[src/logic/x68_glue_pkg.sv]
// X68 glue shared constants
// Divider counts for the clock enables, disk LED hold time,
// audio sample width and the two compressor curves
`default_nettype none

package x68_glue_pkg;

	////////////////////
	// Clock enables
	////////////////////

	// System divider width, enable every 4 cycles
	localparam int sys_div_bits = 2;

	// Fast sound period
	localparam logic [3:0] snd_fast_div = 4'd5;
	// Slow sound period, also FM enable bit 0
	localparam logic [3:0] snd_slow_div = 4'd10;
	// FM enable bit 1 period
	localparam logic [4:0] opn_div = 5'd20;

	////////////////////
	// Disk LED
	////////////////////

	// Hold time after the last access pulse
	localparam logic [22:0] led_hold_cycles = 23'd4500000;

	////////////////////
	// Audio
	////////////////////

	localparam int audio_w = 16;

	// Curve 1, gentle
	// Slope divisor above the knee and gain below it
	localparam logic [3:0] comp_f1 = 4'd4;
	localparam logic [3:0] comp_a1 = 4'd2;
	// Knee input and output at the knee
	localparam logic [15:0] comp_x1 = 16'd14044;
	localparam logic [15:0] comp_b1 = 16'd28088;

	// Curve 2, stronger
	localparam logic [3:0] comp_f2 = 4'd8;
	localparam logic [3:0] comp_a2 = 4'd4;
	localparam logic [15:0] comp_x2 = 16'd7399;
	localparam logic [15:0] comp_b2 = 16'd29596;

endpackage

`default_nettype wire

[src/logic/activity_led.sv]
// Disk activity LED
// Retriggerable stretcher, holds the LED on for a fixed
// time after the last access pulse
`timescale 1ns/1ps
`default_nettype none

module activity_led import x68_glue_pkg::*; (
	input  wire  clk_sys,
	input  wire  rst,
	input  wire  disk_access,
	output logic disk_led
);

	// Remaining hold time
	logic [$bits(led_hold_cycles)-1:0] hold_cnt;

	always_ff @(posedge clk_sys) begin
		if (rst) begin
			hold_cnt <= '0;
		end else if (disk_access) begin
			// Each pulse restarts the window
			hold_cnt <= led_hold_cycles;
		end else if (hold_cnt != '0) begin
			hold_cnt <= hold_cnt - 1'b1;
		end
	end

	// On while time is left
	assign disk_led = (hold_cnt != '0);

endmodule

`default_nettype wire

[src/logic/audio_compressor.sv]
// Audio mixer and compressor
// Two stage stereo pipeline, a saturating add of core and synth
// audio, then a two curve dynamic range compressor
`timescale 1ns/1ps
`default_nettype none

module audio_compressor import x68_glue_pkg::*; (
	input  wire                clk_sys,
	input  wire                rst,
	input  wire                comp_mode,
	input  wire  [audio_w-1:0] core_l,
	input  wire  [audio_w-1:0] core_r,
	input  wire  [audio_w-1:0] synth_l,
	input  wire  [audio_w-1:0] synth_r,
	output logic [audio_w-1:0] audio_l,
	output logic [audio_w-1:0] audio_r
);

	// Saturated sums, stage 1
	logic [audio_w-1:0] sat_l;
	logic [audio_w-1:0] sat_r;
	// Curve select travels with the sample
	logic mode_d;

	////////////////////
	// Helpers
	////////////////////

	// Signed add with clamp to the 16 bit range
	function automatic logic [audio_w-1:0] sat_add(input logic [audio_w-1:0] a,
		input logic [audio_w-1:0] b);
		logic [audio_w:0] sum;
		sum = {a[audio_w-1], a} + {b[audio_w-1], b};
		// Top two bits differ on overflow
		if (sum[audio_w] ^ sum[audio_w-1])
			sat_add = {sum[audio_w], {(audio_w-1){~sum[audio_w]}}};
		else
			sat_add = sum[audio_w-1:0];
	endfunction

	// Magnitude through the chosen curve, sign put back after
	function automatic logic [audio_w-1:0] compr(input logic [audio_w-1:0] smp,
		input logic mode);
		logic [audio_w-1:0] mag;
		logic [audio_w-1:0] v1;
		logic [audio_w-1:0] v2;
		logic [audio_w-1:0] v;
		mag = smp[audio_w-1] ? (~smp + 1'b1) : smp;
		// Linear gain below the knee, shallow slope above
		v1 = (mag < comp_x1) ? (mag * comp_a1) : (((mag - comp_x1) / comp_f1) + comp_b1);
		v2 = (mag < comp_x2) ? (mag * comp_a2) : (((mag - comp_x2) / comp_f2) + comp_b2);
		v = mode ? v2 : v1;
		compr = smp[audio_w-1] ? (~v + 1'b1) : v;
	endfunction

	////////////////////
	// Pipeline
	////////////////////

	always_ff @(posedge clk_sys) begin
		if (rst) begin
			sat_l <= '0;
			sat_r <= '0;
			mode_d <= 1'b0;
			audio_l <= '0;
			audio_r <= '0;
		end else begin
			// Stage 1, mix
			sat_l <= sat_add(core_l, synth_l);
			sat_r <= sat_add(core_r, synth_r);
			mode_d <= comp_mode;
			// Stage 2, compress
			audio_l <= compr(sat_l, mode_d);
			audio_r <= compr(sat_r, mode_d);
		end
	end

endmodule

`default_nettype wire

[src/logic/ce_gen.sv]
// Clock enable generator
// Free running dividers on clk_sys give the system, CPU phase,
// sound and FM synth enables, with a turbo CPU mode
`timescale 1ns/1ps
`default_nettype none

module ce_gen import x68_glue_pkg::*; (
	input  wire       clk_sys,
	input  wire       rst,
	input  wire       turbo_req,
	input  wire       snd_mode,
	output logic      sys_ce,
	output logic      mpu_cep,
	output logic      mpu_cen,
	output logic      snd_ce,
	output logic [1:0] opn_ce
);

	logic [sys_div_bits-1:0] div_sys;
	logic [3:0] div_snd;
	logic [3:0] div_snd2;
	logic [4:0] div_opn;
	logic turbo;

	// Terminal counts of each divider
	logic sys_last;
	logic snd_fast_last;
	logic snd_slow_last;
	logic opn_last;
	// Normal mode cen point, two cycles before the system boundary
	logic sys_half;

	assign sys_last      = &div_sys;
	assign sys_half      = ~div_sys[sys_div_bits-1] & (&div_sys[sys_div_bits-2:0]);
	assign snd_fast_last = (div_snd == snd_fast_div - 4'd1);
	assign snd_slow_last = (div_snd2 == snd_slow_div - 4'd1);
	assign opn_last      = (div_opn == opn_div - 5'd1);

	always_ff @(posedge clk_sys) begin
		if (rst) begin
			div_sys <= '0;
			div_snd <= '0;
			div_snd2 <= '0;
			div_opn <= '0;
			turbo <= 1'b0;
			sys_ce <= 1'b0;
			mpu_cep <= 1'b0;
			mpu_cen <= 1'b0;
			snd_ce <= 1'b0;
			opn_ce <= 2'b00;
		end else begin
			// System divider wraps on its own
			div_sys <= div_sys + 1'b1;
			div_snd <= snd_fast_last ? 4'd0 : div_snd + 4'd1;
			div_snd2 <= snd_slow_last ? 4'd0 : div_snd2 + 4'd1;
			div_opn <= opn_last ? 5'd0 : div_opn + 5'd1;

			sys_ce <= sys_last;

			// Mode change only at the boundary so phases never glitch
			if (sys_last)
				turbo <= turbo_req;

			// Turbo toggles phases every cycle
			mpu_cep <= turbo ? div_sys[0] : sys_last;
			mpu_cen <= turbo ? ~div_sys[0] : sys_half;

			snd_ce <= snd_mode ? snd_slow_last : snd_fast_last;
			opn_ce <= {opn_last, snd_slow_last};
		end
	end

endmodule

`default_nettype wire

[src/logic/loader_bridge.sv]
// ROM loader bridge
// Turns host download writes into a write/ack handshake toward
// the core and releases the core once a download has begun
`timescale 1ns/1ps
`default_nettype none

module loader_bridge import x68_glue_pkg::*; (
	input  wire  clk_sys,
	input  wire  rst,
	input  wire  ioctl_download,
	input  wire  ioctl_wr,
	input  wire  core_ack,
	output logic core_wr,
	output logic core_run
);

	// Previous values for edge detection
	logic old_download;
	logic old_ack;
	// Download has ended, no more requests
	logic done;

	logic ack_rise;
	logic dl_rise;
	logic dl_fall;

	assign ack_rise = ~old_ack & core_ack;
	assign dl_rise  = ~old_download & ioctl_download;
	assign dl_fall  = old_download & ~ioctl_download;

	always_ff @(posedge clk_sys) begin
		if (rst) begin
			old_download <= 1'b0;
			old_ack <= 1'b0;
			core_wr <= 1'b0;
			done <= 1'b0;
			core_run <= 1'b0;
		end else begin
			old_download <= ioctl_download;
			old_ack <= core_ack;

			// Request completes on the ack edge
			if (ack_rise & core_wr)
				core_wr <= 1'b0;
			// New host write wins over completion
			if (ioctl_wr & ~done)
				core_wr <= 1'b1;

			if (dl_fall)
				done <= 1'b1;
			// Core leaves reset at download start
			if (dl_rise)
				core_run <= 1'b1;
		end
	end

endmodule

`default_nettype wire

[src/logic/x68_glue.sv]
// X68 glue top level
// Clock enables, ROM loader handshake, disk LED and audio
// path between the host interface and the computer core
`timescale 1ns/1ps
`default_nettype none

module x68_glue (
	input  wire        clk_sys,
	input  wire        rst,

	// CPU speed and sound clock selection
	input  wire        turbo_req,
	input  wire        snd_mode,

	// Host download and core loader
	input  wire        ioctl_download,
	input  wire        ioctl_wr,
	input  wire        core_ack,

	// Disk access pulse from the core
	input  wire        disk_access,

	// Audio sources and compressor curve
	input  wire [15:0] core_l,
	input  wire [15:0] core_r,
	input  wire [15:0] synth_l,
	input  wire [15:0] synth_r,
	input  wire        comp_mode,

	output wire        sys_ce,
	output wire        mpu_cep,
	output wire        mpu_cen,
	output wire        snd_ce,
	output wire [1:0]  opn_ce,

	// core_wr doubles as the host wait signal
	output wire        core_wr,
	output wire        core_run,

	output wire        disk_led,

	output wire [15:0] audio_l,
	output wire [15:0] audio_r
);

	////////////////////
	// Clock enables
	////////////////////

	ce_gen u_ce_gen (
		.clk_sys   (clk_sys),
		.rst       (rst),
		.turbo_req (turbo_req),
		.snd_mode  (snd_mode),
		.sys_ce    (sys_ce),
		.mpu_cep   (mpu_cep),
		.mpu_cen   (mpu_cen),
		.snd_ce    (snd_ce),
		.opn_ce    (opn_ce)
	);

	////////////////////
	// Loader and LED
	////////////////////

	loader_bridge u_loader_bridge (
		.clk_sys        (clk_sys),
		.rst            (rst),
		.ioctl_download (ioctl_download),
		.ioctl_wr       (ioctl_wr),
		.core_ack       (core_ack),
		.core_wr        (core_wr),
		.core_run       (core_run)
	);

	activity_led u_activity_led (
		.clk_sys     (clk_sys),
		.rst         (rst),
		.disk_access (disk_access),
		.disk_led    (disk_led)
	);

	////////////////////
	// Audio
	////////////////////

	audio_compressor u_audio_compressor (
		.clk_sys   (clk_sys),
		.rst       (rst),
		.comp_mode (comp_mode),
		.core_l    (core_l),
		.core_r    (core_r),
		.synth_l   (synth_l),
		.synth_r   (synth_r),
		.audio_l   (audio_l),
		.audio_r   (audio_r)
	);

endmodule

`default_nettype wire

[config.mk]
export PLATFORM = sky130hd
export DESIGN_NAME = x68_glue
export DESIGN_NICKNAME = d
export VERILOG_FILES = /design/src/logic/x68_glue_pkg.sv /design/src/logic/activity_led.sv /design/src/logic/audio_compressor.sv /design/src/logic/ce_gen.sv /design/src/logic/loader_bridge.sv /design/src/logic/x68_glue.sv
export SDC_FILE = /design/constraint.sdc
export NUM_CORES = 1
export LEC_CHECK = 0
export BUFFER_PORTS_ARGS = -buffer_cell sky130_fd_sc_hd__buf_2
export CAP_MARGIN = 15
export CORE_MARGIN = 2
export CORE_UTILIZATION = 35
export DETAILED_ROUTE_END_ITERATION = 6
export PLACE_DENSITY = 0.64
export SLEW_MARGIN = 40
export SYNTH_ARGS = -nofsm -noshare
export SYNTH_HDL_FRONTEND = slang
export SYNTH_HIERARCHICAL = 1
export SYNTH_SLANG_ARGS = --single-unit
[constraint.sdc]
create_clock -name clk_sys -period 4.8 [get_ports clk_sys]
set_input_delay 0.48 -clock clk_sys [delete_from_list [all_inputs] [get_ports clk_sys]]
set_output_delay 0.48 -clock clk_sys [all_outputs]
set_load 0.01 [all_outputs]
==> flow_summary.toml, run 1 <==
[critical_path]
end_kind = "flip-flop"
critPathBufInv = 3
worstPathRequired_ns = 5.16
critPathMaxFanout = 12
start_kind = "flip-flop"
path_class = "flip-flop to flip-flop"
cp_slowest_stage_delay_ns = 0.53
slowest_stage = "or4b_1"
cpLargestDelayFamily = "simple AND/OR/NAND/NOR gates"
crit_arrival_ns = 5.08
crit_chain = "inv_1, ha_1, or4b_1, buf_4, o41ai_4, xnor2_2, buf_4, nor3_1, o221ai_1, a211oi_2, mux2_2, nand3_1, a311oi_2, or4b_1, or4_1, nand4b_1"

[clocking]
clkSinkCount = 115
hold_buffers = 0
cts_buffer_depth = 2
clk-insertion-delay-late_ns = 0.44
ctsHtreeMaxLevel = 4
clk_pin_slew_worst_paths_ns = 0.06
cts-root-buf = "clkbuf_16"
tritoncts = "yes"
cts_inserted_buffers = 17

[synth]
synth_area_leaders = "dfxtp_1, xnor2_1, ha_1"
synth_edf_count = 0
syn_nets = 1573
postSynthCellCount = 1445
yosysTopAreaCellShare_pct = 20.81
syn_avg_cell_area_um2 = 7.655
ys_seq_area_share_pct = 20.81
ys_ff_latch = 115
synth_area_um2 = 11060
synth_cell_types = 104
yosys.area.top_type = "dfxtp_1"
async_flop_share_pct = 0
yosysWarnings = 6
synth_flop_cell = "dfxtp_1"

[sta]
max_slew_margin_pct = 40.42
rsz0062_at_grt = "yes"
setup_viol = 0
max_freq_ghz = 0.2121
tightest_slew_ns = 0.8873
fin_skew_ns = 0.02097
drv_slew = 0
fin_crit_ns = 4.714
finalHoldViolations = 0
fin_crit_sh_pct = 98.22

[detailed_routing]
drt-vias-per-instance = 5.741
wl_per_cell_um = 16.48
drtIter0Drc = 1083
post-route-drc-count = 0
ant_nets = 0
routed_wl_um = 33660
drt-pass1-iter-count = 6
vias = 11723

[grt]
grtUsageTotal_pct = 20.01
grt_pass1_wl_um = 55170
grt_overflow = 0
antenna_found_initial = 0
grt_pass1_vias = 10855
grt_max_degree = 51

[placement]
place_inst = 2007
portBuffers = 113
dp_hpwl_um = 25730
place_congestion = 0.9499

[pwr]
leakagePower_nw = 5.392
powerDensity_nw_per_um2 = 461.8
ir_drop_mv = 0.2315

[floorplanning]
die_area_um2 = 33040
core_um2 = 31310
initial_core_util_pct = 35.33
fp.dieW_um = 181.8
die_y_um = 181.8
boundaryPins = 114
fp-row-count = 65

[finish]
nNetsFinal = 1755
multi_input_area_um2 = 8401
fin_util_pct = 43.22
layoutNonFillerInstCount = 2042
fillers = 3171
regArea_um2 = 2302
syn_to_final_growth_pct = 22.34
diodes = 0
drive_above_1_share_pct = 21.89

[flow_run]
maxCapViolCount = 0

[status]
outcome = "finished clean"

[min_path]
worstHoldPathType = "primary input to flip-flop"
## cell usage in the layout (no fill, tap or decap), drive strengths merged, types with 7 or more instances in the layout
| cell | netlist | layout |
|---|---|---|
| a211o | 8 | 8 |
| a211oi | 34 | 34 |
| a21boi | 11 | 11 |
| a21o | 17 | 17 |
| a21oi | 98 | 98 |
| a31oi | 21 | 21 |
| and2 | 12 | 12 |
| and3 | 9 | 9 |
| buf | 19 | 237 |
| clkbuf | 55 | 17 |
| dfxtp | 115 | 115 |
| ha | 53 | 53 |
| inv | 53 | 62 |
| mux2 | 11 | 11 |
| mux2i | 16 | 16 |
| nand2 | 76 | 76 |
| nand2b | 20 | 20 |
| nand3 | 50 | 50 |
| nand4 | 14 | 14 |
| nor2 | 142 | 142 |
| nor2b | 29 | 29 |
| nor3 | 60 | 60 |
| nor3b | 9 | 9 |
| nor4 | 38 | 38 |
| nor4b | 7 | 7 |
| o211a | 8 | 8 |
| o211ai | 27 | 27 |
| o21a | 21 | 21 |
| o21ai | 80 | 80 |
| o22ai | 8 | 8 |
| o31ai | 18 | 18 |
| o32ai | 7 | 7 |
| o41ai | 8 | 8 |
| or2 | 16 | 16 |
| or3 | 15 | 15 |
| or4 | 12 | 12 |
| xnor2 | 87 | 87 |
| xor2 | 45 | 45 |
## stage by stage
step           setup TNS, ns  hold WS [ns]  power [W]  setup slack [ns]  area, um2
3_3_place_gp               0        0.4302   0.004807            0.1357      12760
2_1_floorplan              0        0.4176   0.003654           0.04833      11060
3_5_place_dp               0        0.4340   0.004832            0.1205      12770
4_1_cts                    0        0.2721   0.006159           0.08981      13360
6_report                   0        0.2763   0.006249           0.08566      13530
5_1_grt             -0.04312        0.2981   0.006676          -0.02710      13530
## layout make-up
type                    instances  area share (%)
well taps                     402           3.717
clock inverters                15           1.202
inverters                      54           1.498
clock buffers                  17           3.143
multi-input cells            1202           62.07
flip-flops and latches        115           17.01
repair buffers                237           11.35
## Yosys cell counts (10+ instances only)
master and count:
nor4_1 36, o31ai_1 16, a21oi_1 96, mux2i_1 16, nand3_1 50, mux2_2 11, or3_1 15, a21o_1 17
xor2_1 44, a211oi_1 30, nand2b_1 20, nand4_1 13, nor2_1 141, clkbuf_1 54, or2_2 15, dfxtp_1 115
nor2b_1 29, buf_2 10, o21a_1 21, ha_1 53, a31oi_1 21, nor3_1 58, nand2_1 76, xnor2_1 87
and2_1 10, o21ai_0 73, o211ai_1 27, inv_1 52
## flip-flops by register name, summed over array words and instances (netlist names), 2 cells and up
signal                      flops
u_ce_gen/div_opn                5
u_ce_gen/opn_ce                 2
u_ce_gen/div_snd2               4
u_activity_led/hold_cnt        23
u_audio_compressor/sat_r       16
u_audio_compressor/sat_l       16
u_audio_compressor/audio_l     16
u_audio_compressor/audio_r     16
u_ce_gen/div_sys                2
u_ce_gen/div_snd                4
## worst register-to-register path: cells and delay by family, from the launching register on
family	cells	cell delay (ns)
AO/OA/AOI/OAI	4	1.20
XOR/XNOR	1	0.20
adder cells (fa/ha/maj)	1	0.25
buffers and inverters	3	0.51
flip-flops	1	0.33
multiplexers	1	0.23
AND/OR/NAND/NOR	6	1.94
## per-layer routing
layer,global-route usage (%),vias to the layer above,part of all wire [%]
met1,27.90,5483,47
li1,-,5780,-
met4,5.691,0,2.1
met5,0,-,0
met2,32.28,398,44
met3,2.627,62,6.0
## where the power goes
| group | total [W] | internal [W] | switching (W) |
|---|---|---|---|
| logic | 0.00370 | 0.00157 | 0.00212 |
| registers | 0.00125 | 0.00112 | 0.000132 |
| clock network | 0.00130 | 0.000738 | 0.000566 |
## kinds of logic after synthesis
family / synth area share [%]
and+or+nand+nor: 25.92
AOI/OAI and AO/OA: 29.02
xor gates and xnor gates: 10.52
buffers and inverters: 4.705
DFF: 20.81
adders and majority gates: 6.447
muxes: 2.568
## worst paths after layout
kind,from,end,slack [ns],cells after the start
hold / removal,comp_mode,u_audio_compressor/mode_d,0.28,2
setup / recovery,u_audio_compressor/sat_l[0],u_audio_compressor/audio_l[14],0.09,16
setup reg to reg,u_audio_compressor/sat_l[0],u_audio_compressor/audio_l[14],0.09,16
hold reg to reg,u_loader_bridge/core_run,u_loader_bridge/core_run,0.44,2
## repair_timing
item | in CTS | in global routing
resized for setup | 0 | 23
setup endpoints to repair | 0 | 14
setup buffers | 0 | 3
Note: power is estimated with default switching activity, not from simulation.
==> run 2, diff against run 1 <==
==> constraint.sdc (replaced) <==
create_clock -name clk_sys -period 4.8 [get_ports clk_sys]
set_input_delay 0.24 -clock clk_sys [delete_from_list [all_inputs] [get_ports clk_sys]]
set_output_delay 0.24 -clock clk_sys [all_outputs]
set_load 0.01 [all_outputs]
==> run 2 against run 1 <==
Against the previous run:
- wire length down 0.13%
- core utilization about the same
- first-iteration DRC count down 13%
- total power up 0.94%
- via count about the same
- register-to-register slack better by 0.08 ns
- sequential power about the same
- sequential cell count unchanged
- maximum frequency up 1.8%
- hold slack worse by 0.23 ns
- setup slack better by 0.081 ns
- largest cell class unchanged
- highest routed layer unchanged
==> flow_summary.toml, run 2 (synthesized netlist as in run 1, its figures left out) <==
[critical_path]
crit_chain = "inv_1, ha_1, or4b_1, buf_4, o41ai_4, xnor2_2, buf_4, nand2_1, o221ai_1, buf_4, o32ai_1, nor2_1, o311a_1, or4b_1, or4_1, nand4b_1"
critPathBufInv = 4
crit_arrival_ns = 5.01
cp_slowest_stage_delay_ns = 0.55
cpMostUsedCell = "buf_4"
cpLargestDelayFamily = "simple AND/OR/NAND/NOR gates"
end_kind = "flip-flop"
path_class = "flip-flop to flip-flop"
slowest_stage = "or4b_1"
worstPathRequired_ns = 5.18
critPathMaxFanout = 12
start_kind = "flip-flop"

[floorplanning]
die_area_um2 = 33040
fp.dieW_um = 181.8
initial_core_util_pct = 35.33
boundaryPins = 114
core_um2 = 31310
fp-row-count = 65
die_y_um = 181.8

[sta]
drv_slew = 0
fin_skew_ns = 0.01719
max_freq_ghz = 0.2158
tightest_slew_ns = 0.8747
fin_crit_ns = 4.633
finalHoldViolations = 0
setup_viol = 0
setup_slack_ns = 0.1669
worst_hold_slack_ns = 0.04313
fin_crit_sh_pct = 96.52
max_slew_margin_pct = 41.27

[pwr]
seqPwrFrac_pct = 19.7
p_total_w = 0.006308
leakagePower_nw = 5.385
ir_drop_mv = 0.2379
p_sw_w = 0.002828
p_clk_share_pct = 21.5
p_int_w = 0.003480
swShare_pct = 44.83
powerDensity_nw_per_um2 = 465.6
comb_power_share_pct = 58.8

[detailed_routing]
drtIter0Drc = 937
drt-vias-per-instance = 5.743
drt-pass1-iter-count = 5
ant_nets = 0
routed_wl_um = 33620
wl_per_cell_um = 16.47
vias = 11722
post-route-drc-count = 0

[clocking]
clkSinkCount = 115
ctsHtreeMaxLevel = 4
cts_inserted_buffers = 17
hold_buffers = 0
clk-insertion-delay-late_ns = 0.43
cts_buffer_depth = 2
cts-root-buf = "clkbuf_16"
clk_pin_slew_worst_paths_ns = 0.08
tritoncts = "yes"

[finish]
nNetsFinal = 1753
drive_above_1_share_pct = 22.22
layout_commonest_cell = "nor2_1"
layout_common_cells = "nor2_1, buf_4, dfxtp_1"
fillers = 3192
syn_to_final_growth_pct = 22.46
largest-register = "u_activity_led/hold_cnt"
largest_register_ffs = 23
layoutNonFillerInstCount = 2041

[placement]
place_worst_setup_slack_ns = 0.08739
dp_hpwl_um = 25910
place_inst = 2006
place_congestion = 0.9495
portBuffers = 113

[status]
outcome = "finished clean"

[grt]
antenna_found_initial = 0
grt_pass1_wl_um = 55230
grt_overflow = 0
grtUsageTotal_pct = 20.18
grt_max_degree = 51
grt_pass1_vias = 11005

[min_path]
worstHoldPathType = "primary input to flip-flop"

[flow_run]
maxCapViolCount = 0
[run 2: cell count changes in the layout (fill, tap and decap cells not counted), sizes merged]
cell / before / now
clkinvlp: 2 / 1
bufinv: 1 / 2
diode: 0 / 1
buf: 237 / 235
[run 2: power groups by stage]
stage | registers, W | logic (W) | clock network, W
floorplan | 0.00126 | 0.00240 | 0
global placement | 0.00126 | 0.00355 | 0
detailed placement | 0.00126 | 0.00357 | 0
CTS | 0.00124 | 0.00359 | 0.00139
global route | 0.00127 | 0.00406 | 0.00143
finish | 0.00124 | 0.00371 | 0.00136
[run 2: path summary, 6_finish.rpt]
check	from	end	slack (ns)	depth (start not counted)
min reg2reg	u_loader_bridge/core_run	u_loader_bridge/core_run	0.44	2
max reg2reg	u_audio_compressor/sat_l[0]	u_audio_compressor/audio_l[14]	0.17	16
min	core_ack	u_loader_bridge/old_ack	0.04	2
max	u_audio_compressor/sat_l[0]	u_audio_compressor/audio_l[14]	0.17	16
[run 2: per-layer routing]
metal  vias to the layer above  GRT usage, %  wire length, um
met4                         0         7.122              840
met2                       437         31.88            14850
li1                       5787             -                -
met3                        67         2.467             2161
met5                         -             0                0
met1                      5431         28.26            15770
[run 2: repair_timing]
item,in CTS,in global routing
resized for setup,0,26
setup buffers,0,2
setup endpoints to repair,0,15
[run 2: metrics by stage]
step	cell area [um2]	util [%]	setup TNS, ns
2_1_floorplan	11060	-	0
3_3_place_gp	12750	40.72	0
3_5_place_dp	12770	40.79	0
4_1_cts	13380	42.74	0
5_1_grt	13540	43.26	-0.1679
6_report	13550	43.26	0
[run 2: final cells by class]
cell class	count	area, um2	share of cell area, %
inverter	54	202.7	1.496
multi-input combinational	1202	8404	62.04
clock inverter	15	185.2	1.367
sequential	115	2302	16.99
tap	402	503.0	3.713
timing repair buffer	235	1521	11.23
antenna	1	2.502	0.01847
clock buffer	17	425.4	3.140
[run 2: worst register-to-register path, cell delays in order, from the launching register on]
cell and delay (ns):
dfxtp_1 0.33, inv_1 0.08, ha_1 0.25, or4b_1 0.48, buf_4 0.19, o41ai_4 0.33, xnor2_2 0.20, buf_4 0.23
nand2_1 0.07, o221ai_1 0.13, buf_4 0.18, o32ai_1 0.37, nor2_1 0.17, o311a_1 0.43, or4b_1 0.55, or4_1 0.50
nand4b_1 0.11
==> run 3, diff against run 2 <==
--- a/config.mk
+++ b/config.mk
@@ -8,9 +8,9 @@
 export BUFFER_PORTS_ARGS = -buffer_cell sky130_fd_sc_hd__buf_2
 export CAP_MARGIN = 15
 export CORE_MARGIN = 2
-export CORE_UTILIZATION = 35
+export CORE_UTILIZATION = 43
 export DETAILED_ROUTE_END_ITERATION = 6
-export PLACE_DENSITY = 0.64
+export PLACE_DENSITY = 0.74
 export SLEW_MARGIN = 40
 export SYNTH_ARGS = -nofsm -noshare
 export SYNTH_HDL_FRONTEND = slang
==> run 3 against run 2 <==
Against the previous run:
- combinational power shrank 2%
- largest power group unchanged
- first-iteration DRC count rose by 31%
- critical path type unchanged
- core utilization grew 10 points
- die area decreased by 18%
==> flow_summary.toml, run 3 (synthesized netlist as in run 1, its figures left out) <==
[sta]
drv_slew = 0
fin_skew_ns = 0.01392
fin_crit_ns = 4.673
setup_slack_ns = 0.1268
max_slew_margin_pct = 38.57
setup_viol = 0
fin_crit_sh_pct = 97.36
max_freq_ghz = 0.2140
finalHoldViolations = 0
tightest_slew_ns = 0.9149

[placement]
placed_area_um2 = 12700
place_congestion = 0.9878
dp_hpwl_um = 24540
place_worst_setup_slack_ns = 0.1130
portBuffers = 113

[critical_path]
crit_arrival_ns = 4.97
start_kind = "flip-flop"
end_kind = "flip-flop"
critPathMaxFanout = 11
worstPathRequired_ns = 5.09
path_class = "flip-flop to flip-flop"

[clocking]
ctsHtreeMaxLevel = 4
clk-insertion-delay-late_ns = 0.42
cts-root-buf = "clkbuf_16"
clk_pin_slew_worst_paths_ns = 0.06
cts_inserted_buffers = 17
hold_buffers = 0
cts_buffer_depth = 2
clkSinkCount = 115
tritoncts = "yes"

[grt]
grt_overflow = 0
grt_use_met3_pct = 3.415
grtUsageTotal_pct = 23.60
grt.met1_usage_pct = 32.81
use_met2_pct = 38.30
grt_max_degree = 49
busiest_layer = "met2"
antenna_found_initial = 0
grt_pass1_vias = 10742
grt_pass1_wl_um = 52580

[detailed_routing]
drt-vias-per-instance = 5.950
routed_wl_um = 32390
ant_nets = 0
drtIter0Drc = 1228
wl_per_cell_um = 16.41
post-route-drc-count = 0
vias = 11746
drt-pass1-iter-count = 5

[finish]
layout_common_cells = "nor2_1, buf_4, dfxtp_1"
layout_commonest_cell = "nor2_1"
diodes = 0
largest_register_ffs = 23
drive_above_1_share_pct = 22.14
fin_util_pct = 53.29
syn_to_final_growth_pct = 21.67
nNetsFinal = 1759
finalInstanceArea_um2 = 13460
largest-register = "u_activity_led/hold_cnt"

[floorplanning]
die_y_um = 164.4
fp-row-count = 58
fp.dieW_um = 164.4
initial_core_util_pct = 43.80
die_area_um2 = 27020
core_um2 = 25250
boundaryPins = 114

[flow_run]
maxCapViolCount = 0

[pwr]
p_int_w = 0.003555
swShare_pct = 43.44
p_total_w = 0.006285
seqPwrFrac_pct = 19.8
ir_drop_mv = 0.3191
p_sw_w = 0.002730
comb_power_share_pct = 57.9
p_clk_share_pct = 22.2
leakagePower_nw = 5.410
powerDensity_nw_per_um2 = 467.0

[status]
outcome = "finished clean"

[min_path]
worstHoldPathType = "primary input to flip-flop"
==> run 3: per-stage QoR <==
stage | std cells | setup TNS (ns) | hold WS, ns
CTS | 1973 | 0 | 0.04496
global placement | 1941 | 0 | 0.4316
finish | 1974 | 0 | 0.05283
detailed placement | 1941 | 0 | 0.4384
floorplan | 1445 | 0 | 0.3091
global route | 1974 | -0.01194 | 0.07443
==> run 3: power by group through the flow <==
stage / clock, W / sequential, W / combinational, W
2_1_floorplan: 0 / 0.00126 / 0.00240
3_3_place_gp: 0 / 0.00125 / 0.00349
3_5_place_dp: 0 / 0.00126 / 0.00352
4_1_cts: 0.00141 / 0.00124 / 0.00355
5_1_grt: 0.00146 / 0.00127 / 0.00398
6_report: 0.00140 / 0.00125 / 0.00364
==> run 3: final timing paths <==
| check | startpoint | end | slack (ns) | cells past startpoint |
|---|---|---|---|---|
| worst max-delay path | u_audio_compressor/sat_r[2] | u_audio_compressor/audio_r[12] | 0.13 | 15 |
| worst min-delay path | core_ack | u_loader_bridge/old_ack | 0.05 | 2 |
| worst max register to register | u_audio_compressor/sat_r[2] | u_audio_compressor/audio_r[12] | 0.13 | 15 |
| worst min register to register | u_loader_bridge/core_run | u_loader_bridge/core_run | 0.45 | 2 |
==> run 3: what timing repair did <==
| action | in CTS | in global routing |
|---|---|---|
| endpoints found under the setup margin | 0 | 11 |
| resized for setup | 0 | 16 |
| buffers inserted | 0 | 1 |
==> run 3: metal layers <==
layer  vias up  wire [um]
met5         -          0
met4         0        400
met3        37       2227
met2       469      14720
met1      5447      15040
li1       5793          -
==> run 3: area by class of cell <==
type                       count  area [um2]
fill                        2403       11800
multi-input combinational   1202        8366
sequential                   115        2302
timing repair buffer         241        1539
clock buffer                  18       439.2
tap                          330       412.9
inverter                      54       202.7
clock inverter                14       197.7
==> run 3: worst max-delay path, stage by stage (launching register included) <==
cell and delay [ns]:
dfxtp_1 0.44, or3_1 0.48, o211ai_1 0.52, o211ai_1 0.26
xnor2_1 0.20, ha_1 0.26, nor3b_1 0.15, o21a_1 0.19
a221oi_2 0.34, nor3_1 0.14, o211ai_1 0.37, a32oi_1 0.20
o221a_2 0.33, o41ai_1 0.44, xor2_1 0.18, nor2_1 0.05
